$ cat config.mk
export PLATFORM = sky130hd
export DESIGN_NAME = mips_core
export DESIGN_NICKNAME = d
export VERILOG_FILES = /design/src/verilog/mips_pkg.sv /design/src/verilog/regfile.sv /design/src/verilog/control_decoder.sv /design/src/verilog/alu.sv /design/src/verilog/pc_unit.sv /design/src/verilog/mips_core.sv
export VERILOG_INCLUDE_DIRS = /design/src /design/src/include
export SDC_FILE = /design/constraint.sdc
export NUM_CORES = 2
export LEC_CHECK = 0
export BUFFER_PORTS_ARGS = -buffer_cell sky130_fd_sc_hd__buf_4
export CORE_MARGIN = 4
export CORE_UTILIZATION = 55
export DETAILED_ROUTE_END_ITERATION = 6
export GPL_TIMING_DRIVEN = 0
export PLACE_DENSITY = 0.79
export SLEW_MARGIN = 40
export SYNTH_ARGS = -nofsm -noshare
export SYNTH_HDL_FRONTEND = slang
export SYNTH_HIERARCHICAL = 1
export SYNTH_SLANG_ARGS = --single-unit
$ cat constraint.sdc
create_clock -name clk -period 6.2 [get_ports clk]
set_input_delay 0.62 -clock clk [delete_from_list [all_inputs] [get_ports clk]]
set_output_delay 0.62 -clock clk [all_outputs]
set_load 0.02 [all_outputs]
$ cat src/include/mips_config.svh
// MIPS core configuration: boot vector, register file size and datapath widths
`ifndef MIPS_CONFIG_SVH
`define MIPS_CONFIG_SVH

// first instruction fetched after reset (kseg1 boot ROM)
`define MIPS_RESET_VECTOR 32'hBFC00000

// general purpose registers, register 0 reads as zero
`define MIPS_REG_COUNT 32

// data and address width
`define MIPS_XLEN 32

// width of a register index in the instruction word
`define MIPS_REG_ADDR_WIDTH 5

`endif

$ cat src/verilog/mips_pkg.sv
// MIPS core package: instruction field encodings, ALU operations and the control word
package mips_pkg;

  // primary opcode, instr[31:26]
  typedef enum logic [5:0] {
    OP_SPECIAL = 6'h00,
    OP_J       = 6'h02,
    OP_JAL     = 6'h03,
    OP_BEQ     = 6'h04,
    OP_BNE     = 6'h05,
    OP_ADDIU   = 6'h09,
    OP_ANDI    = 6'h0C,
    OP_ORI     = 6'h0D,
    OP_LUI     = 6'h0F,
    OP_LW      = 6'h23,
    OP_SW      = 6'h2B
  } opcode_e;

  // function field of special instructions, instr[5:0]
  typedef enum logic [5:0] {
    F_SLL  = 6'h00,
    F_SRL  = 6'h02,
    F_JR   = 6'h08,
    F_ADDU = 6'h21,
    F_SUBU = 6'h23,
    F_AND  = 6'h24,
    F_OR   = 6'h25,
    F_XOR  = 6'h26,
    F_SLT  = 6'h2A,
    F_SLTU = 6'h2B
  } funct_e;

  typedef enum logic [3:0] {
    ALU_ADD, ALU_SUB, ALU_AND, ALU_OR, ALU_XOR,
    ALU_SLT, ALU_SLTU, ALU_SLL, ALU_SRL, ALU_LUI
  } alu_op_e;

  // destination register field, ra means register 31
  typedef enum logic [1:0] {DEST_RT, DEST_RD, DEST_RA} dest_sel_e;

  // write-back source
  typedef enum logic [1:0] {RES_ALU, RES_MEM, RES_LINK} result_sel_e;

  typedef struct packed {
    logic        reg_write;
    dest_sel_e   dest_sel;
    logic        alu_src_imm;
    logic        imm_zero_ext;
    alu_op_e     alu_op;
    result_sel_e result_sel;
    logic        mem_read;
    logic        mem_write;
    logic        branch_eq;
    logic        branch_ne;
    logic        jump;
    logic        jump_reg;
  } ctrl_t;

endpackage

$ cat src/verilog/regfile.sv
// Register file: 32 words, two combinational read ports, one clocked write port
`timescale 1ns/1ps
`include "mips_config.svh"

module regfile (
  input  logic                            clk,
  input  logic                            reset,
  input  logic                            write_enable,
  input  logic [`MIPS_REG_ADDR_WIDTH-1:0] read_addr1,
  input  logic [`MIPS_REG_ADDR_WIDTH-1:0] read_addr2,
  input  logic [`MIPS_REG_ADDR_WIDTH-1:0] write_addr,
  input  logic [`MIPS_XLEN-1:0]           write_data,
  output logic [`MIPS_XLEN-1:0]           read_data1,
  output logic [`MIPS_XLEN-1:0]           read_data2,
  output logic [`MIPS_XLEN-1:0]           register_v0
);

  logic [`MIPS_XLEN-1:0] regs [`MIPS_REG_COUNT];

  always_ff @(posedge clk) begin
    if (reset) begin
      for (int i = 0; i < `MIPS_REG_COUNT; i++) begin
        regs[i] <= '0;
      end
    end else if (write_enable && (write_addr != '0)) begin
      // writes to $zero are dropped
      regs[write_addr] <= write_data;
    end
  end

  // reads see the old value during a write cycle
  assign read_data1 = (read_addr1 != '0) ? regs[read_addr1] : '0;
  assign read_data2 = (read_addr2 != '0) ? regs[read_addr2] : '0;

  // v0 brought out for observation
  assign register_v0 = regs[2];

endmodule

$ cat src/verilog/control_decoder.sv
// Control decoder: maps opcode and funct fields onto the datapath control word
`timescale 1ns/1ps

module control_decoder (
  input  logic [31:0]     instr,
  output mips_pkg::ctrl_t ctrl
);

  mips_pkg::opcode_e opcode;
  mips_pkg::funct_e  funct;

  assign opcode = mips_pkg::opcode_e'(instr[31:26]);
  assign funct  = mips_pkg::funct_e'(instr[5:0]);

  always_comb begin
    // default is a no-op with sequential flow
    ctrl.reg_write    = 1'b0;
    ctrl.dest_sel     = mips_pkg::DEST_RT;
    ctrl.alu_src_imm  = 1'b0;
    ctrl.imm_zero_ext = 1'b0;
    ctrl.alu_op       = mips_pkg::ALU_ADD;
    ctrl.result_sel   = mips_pkg::RES_ALU;
    ctrl.mem_read     = 1'b0;
    ctrl.mem_write    = 1'b0;
    ctrl.branch_eq    = 1'b0;
    ctrl.branch_ne    = 1'b0;
    ctrl.jump         = 1'b0;
    ctrl.jump_reg     = 1'b0;

    case (opcode)
      mips_pkg::OP_SPECIAL: begin
        ctrl.reg_write = 1'b1;
        ctrl.dest_sel  = mips_pkg::DEST_RD;
        case (funct)
          mips_pkg::F_ADDU: ctrl.alu_op = mips_pkg::ALU_ADD;
          mips_pkg::F_SUBU: ctrl.alu_op = mips_pkg::ALU_SUB;
          mips_pkg::F_AND:  ctrl.alu_op = mips_pkg::ALU_AND;
          mips_pkg::F_OR:   ctrl.alu_op = mips_pkg::ALU_OR;
          mips_pkg::F_XOR:  ctrl.alu_op = mips_pkg::ALU_XOR;
          mips_pkg::F_SLT:  ctrl.alu_op = mips_pkg::ALU_SLT;
          mips_pkg::F_SLTU: ctrl.alu_op = mips_pkg::ALU_SLTU;
          mips_pkg::F_SLL:  ctrl.alu_op = mips_pkg::ALU_SLL;
          mips_pkg::F_SRL:  ctrl.alu_op = mips_pkg::ALU_SRL;
          mips_pkg::F_JR: begin
            ctrl.reg_write = 1'b0;
            ctrl.jump_reg  = 1'b1;
          end
          default: ctrl.reg_write = 1'b0;
        endcase
      end
      mips_pkg::OP_J: ctrl.jump = 1'b1;
      mips_pkg::OP_JAL: begin
        // link address goes to $ra
        ctrl.jump       = 1'b1;
        ctrl.reg_write  = 1'b1;
        ctrl.dest_sel   = mips_pkg::DEST_RA;
        ctrl.result_sel = mips_pkg::RES_LINK;
      end
      mips_pkg::OP_BEQ: begin
        ctrl.branch_eq = 1'b1;
        ctrl.alu_op    = mips_pkg::ALU_SUB;
      end
      mips_pkg::OP_BNE: begin
        ctrl.branch_ne = 1'b1;
        ctrl.alu_op    = mips_pkg::ALU_SUB;
      end
      mips_pkg::OP_ADDIU, mips_pkg::OP_ANDI, mips_pkg::OP_ORI, mips_pkg::OP_LUI: begin
        ctrl.reg_write   = 1'b1;
        ctrl.alu_src_imm = 1'b1;
        // logical immediates are zero extended
        ctrl.imm_zero_ext = (opcode == mips_pkg::OP_ANDI) || (opcode == mips_pkg::OP_ORI);
        case (opcode)
          mips_pkg::OP_ANDI: ctrl.alu_op = mips_pkg::ALU_AND;
          mips_pkg::OP_ORI:  ctrl.alu_op = mips_pkg::ALU_OR;
          mips_pkg::OP_LUI:  ctrl.alu_op = mips_pkg::ALU_LUI;
          default:           ctrl.alu_op = mips_pkg::ALU_ADD;
        endcase
      end
      mips_pkg::OP_LW: begin
        ctrl.reg_write   = 1'b1;
        ctrl.alu_src_imm = 1'b1;
        ctrl.result_sel  = mips_pkg::RES_MEM;
        ctrl.mem_read    = 1'b1;
      end
      mips_pkg::OP_SW: begin
        ctrl.alu_src_imm = 1'b1;
        ctrl.mem_write   = 1'b1;
      end
      default: ;
    endcase
  end

endmodule

$ cat src/verilog/alu.sv
// ALU: add, subtract, logic, compare, shift and load-upper operations
`timescale 1ns/1ps
`include "mips_config.svh"

module alu (
  input  mips_pkg::alu_op_e     op,
  input  logic [`MIPS_XLEN-1:0] a,
  input  logic [`MIPS_XLEN-1:0] b,
  input  logic [4:0]            shamt,
  output logic [`MIPS_XLEN-1:0] result,
  output logic                  zero
);

  logic [`MIPS_XLEN-1:0] diff;

  // shared by sub and the branch compare
  assign diff = a - b;

  always_comb begin
    case (op)
      mips_pkg::ALU_ADD:  result = a + b;
      mips_pkg::ALU_SUB:  result = diff;
      mips_pkg::ALU_AND:  result = a & b;
      mips_pkg::ALU_OR:   result = a | b;
      mips_pkg::ALU_XOR:  result = a ^ b;
      mips_pkg::ALU_SLT: begin
        result = {{(`MIPS_XLEN-1){1'b0}}, ($signed(a) < $signed(b))};
      end
      mips_pkg::ALU_SLTU: begin
        result = {{(`MIPS_XLEN-1){1'b0}}, (a < b)};
      end
      // shifts act on rt, the b operand
      mips_pkg::ALU_SLL:  result = b << shamt;
      mips_pkg::ALU_SRL:  result = b >> shamt;
      mips_pkg::ALU_LUI:  result = {b[15:0], 16'h0000};
      default:            result = '0;
    endcase
  end

  // beq and bne test rs == rt
  assign zero = (diff == '0);

endmodule

$ cat src/verilog/pc_unit.sv
// PC unit: program counter with boot vector, stall, next-address select and halt
`timescale 1ns/1ps
`include "mips_config.svh"

module pc_unit (
  input  logic                  clk,
  input  logic                  reset,
  input  logic                  clk_enable,
  input  mips_pkg::ctrl_t       ctrl,
  input  logic                  zero,
  input  logic [`MIPS_XLEN-1:0] imm_ext,
  input  logic [25:0]           jump_index,
  input  logic [`MIPS_XLEN-1:0] jump_reg_target,
  output logic [`MIPS_XLEN-1:0] pc,
  output logic [`MIPS_XLEN-1:0] pc_plus4,
  output logic                  active
);

  logic [`MIPS_XLEN-1:0] branch_target;
  logic [`MIPS_XLEN-1:0] jump_target;
  logic [`MIPS_XLEN-1:0] next_pc;
  logic                  take_branch;
  logic                  halt;

  assign pc_plus4      = pc + 32'd4;
  assign branch_target = pc_plus4 + {imm_ext[29:0], 2'b00};
  // jump stays in the current 256MB region
  assign jump_target   = {pc_plus4[31:28], jump_index, 2'b00};

  assign take_branch = (ctrl.branch_eq && zero) || (ctrl.branch_ne && !zero);

  // jr $zero ends the program
  assign halt = ctrl.jump_reg && (jump_reg_target == '0);

  always_comb begin
    if (ctrl.jump_reg) begin
      next_pc = jump_reg_target;
    end else if (ctrl.jump) begin
      next_pc = jump_target;
    end else if (take_branch) begin
      next_pc = branch_target;
    end else begin
      next_pc = pc_plus4;
    end
  end

  always_ff @(posedge clk) begin
    if (reset) begin
      pc     <= `MIPS_RESET_VECTOR;
      active <= 1'b1;
    end else if (clk_enable && active) begin
      if (halt) begin
        // pc stays on the jr, core sleeps until reset
        active <= 1'b0;
      end else begin
        pc <= next_pc;
      end
    end
  end

endmodule

$ cat src/verilog/mips_core.sv
// MIPS core top: single-cycle datapath joining decoder, register file, ALU and PC unit
`timescale 1ns/1ps
`include "mips_config.svh"

module mips_core (
  input  logic                  clk,
  input  logic                  reset,
  input  logic                  clk_enable,
  output logic                  active,
  output logic [`MIPS_XLEN-1:0] register_v0,

  // instruction port, read returned combinationally
  output logic [`MIPS_XLEN-1:0] instr_address,
  input  logic [`MIPS_XLEN-1:0] instr_readdata,

  // data port
  output logic [`MIPS_XLEN-1:0] data_address,
  output logic [`MIPS_XLEN-1:0] data_writedata,
  output logic                  data_write,
  output logic                  data_read,
  input  logic [`MIPS_XLEN-1:0] data_readdata
);

  mips_pkg::ctrl_t ctrl;

  logic [`MIPS_XLEN-1:0]           instr;
  logic [`MIPS_REG_ADDR_WIDTH-1:0] rs;
  logic [`MIPS_REG_ADDR_WIDTH-1:0] rt;
  logic [`MIPS_REG_ADDR_WIDTH-1:0] rd;
  logic [`MIPS_REG_ADDR_WIDTH-1:0] dest_addr;
  logic [15:0]                     imm;
  logic [`MIPS_XLEN-1:0]           imm_ext;
  logic [`MIPS_XLEN-1:0]           rs_data;
  logic [`MIPS_XLEN-1:0]           rt_data;
  logic [`MIPS_XLEN-1:0]           alu_b;
  logic [`MIPS_XLEN-1:0]           alu_result;
  logic                            alu_zero;
  logic [`MIPS_XLEN-1:0]           write_back;
  logic [`MIPS_XLEN-1:0]           pc;
  logic [`MIPS_XLEN-1:0]           pc_plus4;
  logic                            commit;

  assign instr_address = pc;
  assign instr         = instr_readdata;

  assign rs  = instr[25:21];
  assign rt  = instr[20:16];
  assign rd  = instr[15:11];
  assign imm = instr[15:0];

  control_decoder u_decoder (
    .instr (instr),
    .ctrl  (ctrl)
  );

  // an instruction retires only on an enabled edge of a running core
  assign commit = clk_enable && active;

  always_comb begin
    case (ctrl.dest_sel)
      mips_pkg::DEST_RD: dest_addr = rd;
      mips_pkg::DEST_RA: dest_addr = 5'd31;
      default:           dest_addr = rt;
    endcase
  end

  always_comb begin
    case (ctrl.result_sel)
      mips_pkg::RES_MEM:  write_back = data_readdata;
      mips_pkg::RES_LINK: write_back = pc_plus4;
      default:            write_back = alu_result;
    endcase
  end

  regfile u_regfile (
    .clk          (clk),
    .reset        (reset),
    .write_enable (ctrl.reg_write && commit),
    .read_addr1   (rs),
    .read_addr2   (rt),
    .write_addr   (dest_addr),
    .write_data   (write_back),
    .read_data1   (rs_data),
    .read_data2   (rt_data),
    .register_v0  (register_v0)
  );

  // andi and ori take a zero-extended immediate
  assign imm_ext = ctrl.imm_zero_ext ? {16'h0000, imm} : {{16{imm[15]}}, imm};
  assign alu_b   = ctrl.alu_src_imm ? imm_ext : rt_data;

  alu u_alu (
    .op     (ctrl.alu_op),
    .a      (rs_data),
    .b      (alu_b),
    .shamt  (instr[10:6]),
    .result (alu_result),
    .zero   (alu_zero)
  );

  pc_unit u_pc_unit (
    .clk             (clk),
    .reset           (reset),
    .clk_enable      (clk_enable),
    .ctrl            (ctrl),
    .zero            (alu_zero),
    .imm_ext         (imm_ext),
    .jump_index      (instr[25:0]),
    .jump_reg_target (rs_data),
    .pc              (pc),
    .pc_plus4        (pc_plus4),
    .active          (active)
  );

  assign data_address   = alu_result;
  assign data_writedata = rt_data;
  assign data_write     = ctrl.mem_write && commit;
  assign data_read      = ctrl.mem_read && active;

endmodule

== Word-level counts from Yosys, hierarchy flattened ==
Memories as Yosys holds them, arrays and structs flattened.
Index checks and enable logic that the tools add are counted.

* $add $sub $neg: 4
* $mul: 0
* Divide/modulo/power cells: 0
* Magnitude comparators: 2
* Equal/unequal tests: 32
* Shift-type cells: 2
* Multiplexer cells: 34
* Bitwise gates (word level): 4
* Reduce and logical (&&, ||, !) cells: 28

{| class="wikitable"
|+ Operators with widths
! cell !! count
|-
| one-hot mux 32 bit (10 select lines) || 1
|-
| two-way mux 32 bit || 8
|-
| adder 32 bit || 2
|-
| logical NOT 32 bit || 2
|-
| less-than comparator 32 bit || 2
|-
| one-hot mux 32 bit (2 select lines) || 1
|-
| equality test 6 bit (second input constant) || 9
|-
| adder 32 x 3 -> 32 bit (second input constant) || 1
|-
| AND 32 bit || 1
|-
| bitwise OR 32 bit || 1
|-
| one-hot mux 4 bit (8 select lines) || 1
|-
| OR reduction 32 bit || 1
|-
| left shift 32 x 5 -> 32 bit || 1
|-
| >> shifter 32 x 5 -> 32 bit || 1
|-
| subtractor 32 bit || 1
|-
| bitwise XOR 32 bit || 1
|-
| equality test 6 x 4 -> 1 bit (second input constant) || 5
|-
| one-hot mux 4 bit (3 select lines) || 2
|-
| equality test 6 x 2 -> 1 bit (second input constant) || 3
|-
| equality test 4 x 3 -> 1 bit (second input constant) || 4
|-
| two-way mux 1 bit || 16
|-
| nonzero test 5 bit || 3
|-
| equality test 6 x 3 -> 1 bit (second input constant) || 2
|-
| logical NOT 6 bit || 2
|-
| 19 further kinds || 35
|}

* Flip-flop bits (word level): 33
* Latch bits: 0
* Memory bits (writable): 1024
* Memory bits (read-only): 0
* Input port bits: 67
* Output and inout bits: 131
* Word-level logic and storage cells: 109
* Memories kept: 1

{| class="wikitable"
|+ Memories
! name !! depth !! width !! read ports !! clocked after Yosys merged registers in !! wr ports !! line !! RTL
|-
| u_regfile.regs || 32 || 32 || 3 || 0 || 32 || regfile.sv:18 || <nowiki>logic [`MIPS_XLEN-1:0] regs [`MIPS_REG_COUNT];</nowiki>
|}

== Logic depth before layout (Yosys ltp) ==
* Depth after elaboration: 13
* Gate-level depth with buffers: 31
* Depth with buffers taken out: 25

== Modules after synthesis ==
The synthesis kept the hierarchy.

{| class="wikitable"
|+ Modules (own cells, without submodules)
! module !! times used !! cells an instance !! area an instance (um2) !! sequential area each (um2)
|-
| regfile || 1 || 3492 || 54086.9 || 30749.5
|-
| alu || 1 || 1301 || 8553.2 || 0.0
|-
| pc_unit || 1 || 577 || 4194.0 || 660.6
|-
| mips_core || 1 || 191 || 1186.1 || 0.0
|-
| control_decoder || 1 || 66 || 389.1 || 0.0
|}

== Worst setup path before layout ==
No wires, ideal clock.

* Path kind: input port to flip-flop
* Start: input port instr_readdata[16]
* End: register u_pc_unit.pc[31]
* Setup time: 0.079 ns
* Arrival: 6.846 ns
* Data required time: 6.121 ns
* Slack: -0.725 ns
* Cell stages on the path: 28
* Buffers on the path: 4
* Cells stage by stage: buf_2 buf_4 buf_2 buf_4 mux2i_1 o221ai_1 a211oi_1 nor3_1 mux2_2 ha_1 inv_1 fa_1 xnor2_1 nor3_1 o211ai_1 a211o_1 a2111oi_2 nand3_1 or4_1 nor4_1 nand4b_1 nor4b_2 mux2i_1 nor2_1 and4b_1 nor4_1 nand3_1 a211oi_2

* Word-level cells in the longest chain between the ends: 11
* Elaborated cells between the ends (all ways): 13
* Classes of those cells: add/sub (1); mux (5); reduce/logical (6); memory (1)

{| class="wikitable"
|+ RTL lines
! what !! line !! RTL
|-
| from (decl) || mips_core.sv:14 || <nowiki>input logic [`MIPS_XLEN-1:0] instr_readdata,</nowiki>
|-
| memory (32 x 32 bit) or nonzero test 5 bit (tied branches) || n/a ||
|-
| two-way mux 32 bit (*) || regfile.sv:33 || <nowiki>assign read_data2 = (read_addr2 != '0) ? regs[read_addr2] : '0;</nowiki>
|-
| named net data_writedata[0] || mips_core.sv:18 || <nowiki>output logic [`MIPS_XLEN-1:0] data_writedata,</nowiki>
|-
| two-way mux 32 bit (*) || mips_core.sv:90 || <nowiki>assign alu_b = ctrl.alu_src_imm ? imm_ext : rt_data;</nowiki>
|-
| named net alu_b[0] || mips_core.sv:35 || <nowiki>logic [`MIPS_XLEN-1:0] alu_b;</nowiki>
|-
| subtractor 32 bit (*) || alu.sv:17 || <nowiki>assign diff = a - b;</nowiki>
|-
| logical NOT 32 bit (*) || alu.sv:41 || <nowiki>assign zero = (diff == '0);</nowiki>
|-
| named net alu_zero || mips_core.sv:37 || <nowiki>logic alu_zero;</nowiki>
|-
| logical NOT 1 bit || pc_unit.sv:30 || <nowiki>assign take_branch = (ctrl.branch_eq && zero) || (ctrl.branch_ne && !zero);</nowiki>
|-
| logical AND 1 bit || pc_unit.sv:30 ||
|-
| logical OR 1 bit (*) || pc_unit.sv:30 ||
|-
| two-way mux 32 bit (*) || pc_unit.sv:40 || <nowiki>end else if (take_branch) begin</nowiki>
|-
| two-way mux 32 bit (*) || pc_unit.sv:38 || <nowiki>end else if (ctrl.jump) begin</nowiki>
|-
| two-way mux 32 bit (*) || pc_unit.sv:36 || <nowiki>if (ctrl.jump_reg) begin</nowiki>
|-
| to (signal assigned) || pc_unit.sv:49 || <nowiki>pc <= `MIPS_RESET_VECTOR;</nowiki>
|-
| to (signal assigned) || pc_unit.sv:56 || <nowiki>pc <= next_pc;</nowiki>
|-
| to (decl) || pc_unit.sv:14 || <nowiki>output logic [`MIPS_XLEN-1:0] pc,</nowiki>
|}

The timed path passes the listed nets; every way through them passes the cells marked *.
A chain may end at the register's enable or synchronous reset.

== Worst setup path in the final report ==
* Start: input port instr_readdata[20]
* End: register u_pc_unit.pc[19]

* Word-level cells in the longest chain between the ends: 11
* Elaborated cells between the ends (all ways): 13
* Classes of those cells: add/sub (1); mux (5); reduce/logical (6); memory (1)

{| class="wikitable"
|+ RTL lines
! what !! line
|-
| memory (32 x 32 bit) or nonzero test 5 bit (tied branches) || n/a
|-
| two-way mux 32 bit (*) || regfile.sv:33
|-
| two-way mux 32 bit (*) || mips_core.sv:90
|-
| named net alu_b[1] || mips_core.sv:35
|-
| subtractor 32 bit (*) || alu.sv:17
|-
| logical NOT 32 bit (*) || alu.sv:41
|-
| named net alu_zero || mips_core.sv:37
|-
| logical NOT 1 bit || pc_unit.sv:30
|-
| logical AND 1 bit || pc_unit.sv:30
|-
| logical OR 1 bit (*) || pc_unit.sv:30
|-
| two-way mux 32 bit (*) || pc_unit.sv:40
|-
| two-way mux 32 bit (*) || pc_unit.sv:38
|-
| two-way mux 32 bit (*) || pc_unit.sv:36
|}

Marked as above.

==> impl_metrics.json <==
{
  "fin_skew_ns": 0.0753,
  "outcome": "finished with violations",
  "synth_async_sr_flop_share": 0,
  "vias_per_cell": 7.58,
  "clk_pin_slew_ns": 0.07,
  "timing.fmax_ghz": 0.142,
  "cp-end-kind": "register",
  "drt_pass1_iterations": 7,
  "grtUsageTotal": 0.484,
  "whs_ns": 0.151,
  "final_util": 0.671,
  "grt_busiest_layer": "met2",
  "r2r_slack_ns": -0.82,
  "slew_viol_final": 0,
  "synth_edf_count": 1024,
  "ir_drop_v": 0.000267,
  "initial_core_util": 0.553,
  "die_h_um": 361,
  "place_ws_ns": -4.02,
  "critPathTopFamily": "simple AND/OR/NAND/NOR gates",
  "yosysWarnings": 6,
  "fp.dieW_um": 361,
  "min_period_over_period": 1.14,
  "hold_viol": 0,
  "wl_per_cell_um": 41.3,
  "drc": 23,
  "reg2reg_to": "u_pc_unit/pc[19]",
  "drt_iter0_drc": 11700,
  "gr-usage-met2": 0.684,
  "final_common_cell": "edfxtp_1",
  "stdcell_count": 7950,
  "maxSlewHeadroom": 0.249,
  "rsz0062_at_grt": "true",
  "cts_tree": "built",
  "ys_seq_area_frac": 0.459,
  "nFillCells": 8975,
  "use_met1": 0.575,
  "globalRouteOverflowTotal": 0,
  "cp.arrival_ns": 7.70,
  "required_ns": 6.85,
  "drive_above_1_share": 0.306,
  "ys.flop_type": "edfxtp_1",
  "hp-start": "clk_enable",
  "clock_tree.buffer_depth": 3,
  "wl_um": 329000,
  "worst-slew-pin-transition_ns": 1.13,
  "multi_input_area_mm2": 0.0379,
  "postCtsHoldBufs": 0,
  "hold_class": "in -> reg",
  "ant_nets": 0,
  "gp_congestion": 1.13,
  "seq_area_mm2": 0.0314,
  "grt_pass1_wl_um": 439000,
  "pwr_density_cell_mw_per_mm2": 281,
  "yosys_register_bits": 1057,
  "nets": 6421,
  "rr_worst_depth": 24,
  "num_rows": 129,
  "antenna_found_initial": 12,
  "layout_common_cells": "1024 x edfxtp_1, 998 x and2_1, 483 x mux4_2",
  "htreeDepth": 3,
  "p_leak_nw": 30.7,
  "setup_violations": 351,
  "grt_pass1_vias": 55800,
  "synth_cells": 5627,
  "min_path_cells": 3,
  "die_area_mm2": 0.130,
  "synth_cell_type_count": 110,
  "syn_area_mm2": 0.0684,
  "syn2layout_area_growth_pct": 21.2,
  "clock_latency_ns": 0.80,
  "place_hpwl_um": 237000,
  "root_buffer": "clkbuf_16",
  "critPathBufInv": 6,
  "startpoint_type": "primary input",
  "cp_max_fo": 10,
  "pin_count": 198,
  "grt_max_degree": 33,
  "worstReg2RegStart": "u_regfile/regs[11][0]",
  "cts-buffers-inserted": 110,
  "synth.avg_cell_area_um2": 12.2,
  "critPathMostFrequentCell": "nor3_4",
  "cp_slowest_cell": "nor2_1",
  "crit_chain": "buf_4, clkbuf_4, clkbuf_2, nor2_1, a21oi_1, o211a_4, mux2_4, inv_4, fa_2, nor3_4, o211ai_1, a211o_1, a2111oi_4, nand3_1, or4_4, nor4_4, nand4b_1, nor4b_4, buf_12, mux2_2, buf_8, nor3_4, a222oi_1, a311oi_2",
  "grt_use_met3": 0.211,
  "total_power_mw": 23.3,
  "dpl.cell_count": 7557,
  "period_minus_slack_ns": 7.05,
  "min_to": "u_pc_unit/active",
  "placed_cell_area_mm2": 0.0738,
  "final_area_mm2": 0.0829,
  "crit_type": "in -> reg",
  "cts_sinks": 1057,
  "cap_violations": 0,
  "core-area_mm2": 0.124,
  "setup_tns_ns": -52.47,
  "num_vias": 60300,
  "portBuffers": 197,
  "critPathMaxStageDelay_ns": 0.78,
  "failed_checks": "DRC, setup timing",
  "worst_slack_ns": -0.847
}
synthesized netlist by cell type (37+ instances only):
master,n,area share
edfxtp_1,1024,0.45
and2_1,999,0.091
mux4_2,483,0.16
clkbuf_1,372,0.020
nor2_1,239,0.013
mux2i_1,238,0.035
nand2_1,212,0.012
o21ai_0,188,0.014
a21oi_1,173,0.013
ha_1,139,0.025
inv_1,128,0.0070
o22ai_1,112,0.010
nor3_1,109,0.0080
buf_2,79,0.0058
a22oi_1,78,0.0086
a211oi_1,65,0.0071
a22o_1,57,0.0073
xnor2_1,54,0.0069
nand3_1,50,0.0037
o221ai_1,48,0.0061
mux2_2,45,0.0074
o211ai_1,44,0.0048
buf_4,37,0.0041
or2_2,37,0.0034
state kept, by name, summed over array words and instances, names as in the netlist:
name,cells
u_regfile/regs,1024
u_pc_unit/active,1
u_pc_unit/pc,32
worst min-delay path: stages:
cell and delay [ns]:
buf_4 0.14, nand2_1 0.06, a21o_1 0.11
worst max-delay path by stage:
stage | startpoint | endpoint | slack [ns] | cells after the start
after detailed placement | instr_readdata[18] | u_pc_unit/pc[18] | -4.02 | 27
final | instr_readdata[20] | u_pc_unit/pc[19] | -0.85 | 24
after floorplan | instr_readdata[16] | u_pc_unit/pc[31] | 0.02 | 27
after global routing | u_regfile/regs[11][0] | u_pc_unit/pc[31] | -0.79 | 27
after global placement | instr_readdata[21] | u_pc_unit/pc[28] | -5.38 | 24
after CTS | instr_readdata[22] | u_pc_unit/pc[9] | -0.72 | 34
logic make-up after synthesis:
logic type | share of synthesized area
flip-flops | 0.459
adder cells (fa/ha/maj) | 0.0263
other | 0.0000548
multiplexers | 0.204
AND/OR/NAND/NOR | 0.152
XOR/XNOR | 0.00936
buffers and inverters | 0.0421
AO/OA/AOI/OAI | 0.107
layer usage:
metal / vias to the layer above / wire length (um)
met5: - / 403
met4: 9 / 36300
met3: 1797 / 54900
met2: 6581 / 134000
met1: 29100 / 103000
li1: 22800 / -
where the power goes:
part / total, mW / internal (mW) / switching [mW]
logic: 8.37 / 2.68 / 5.69
clock network: 6.71 / 3.73 / 2.99
registers: 8.25 / 8.07 / 0.178
layout make-up:
cell class / instances / share of cell area
well taps: 1637 / 0.0247
repair buffers: 454 / 0.0455
clock inverters: 67 / 0.00851
flip-flops and latches: 1057 / 0.379
clock buffers: 133 / 0.0342
diodes: 13 / 0.000392
inverters: 135 / 0.00649
plain buffers: 522 / 0.0450
multi-input cells: 3932 / 0.456
what timing repair did:
action,CTS,global route
setup buffers,44,140
cloned,1,5
pin swaps,49,142
gates resized for setup,444,499
setup endpoints to repair,1054,648
No activity file was read; power rests on OpenSTA's default activity.
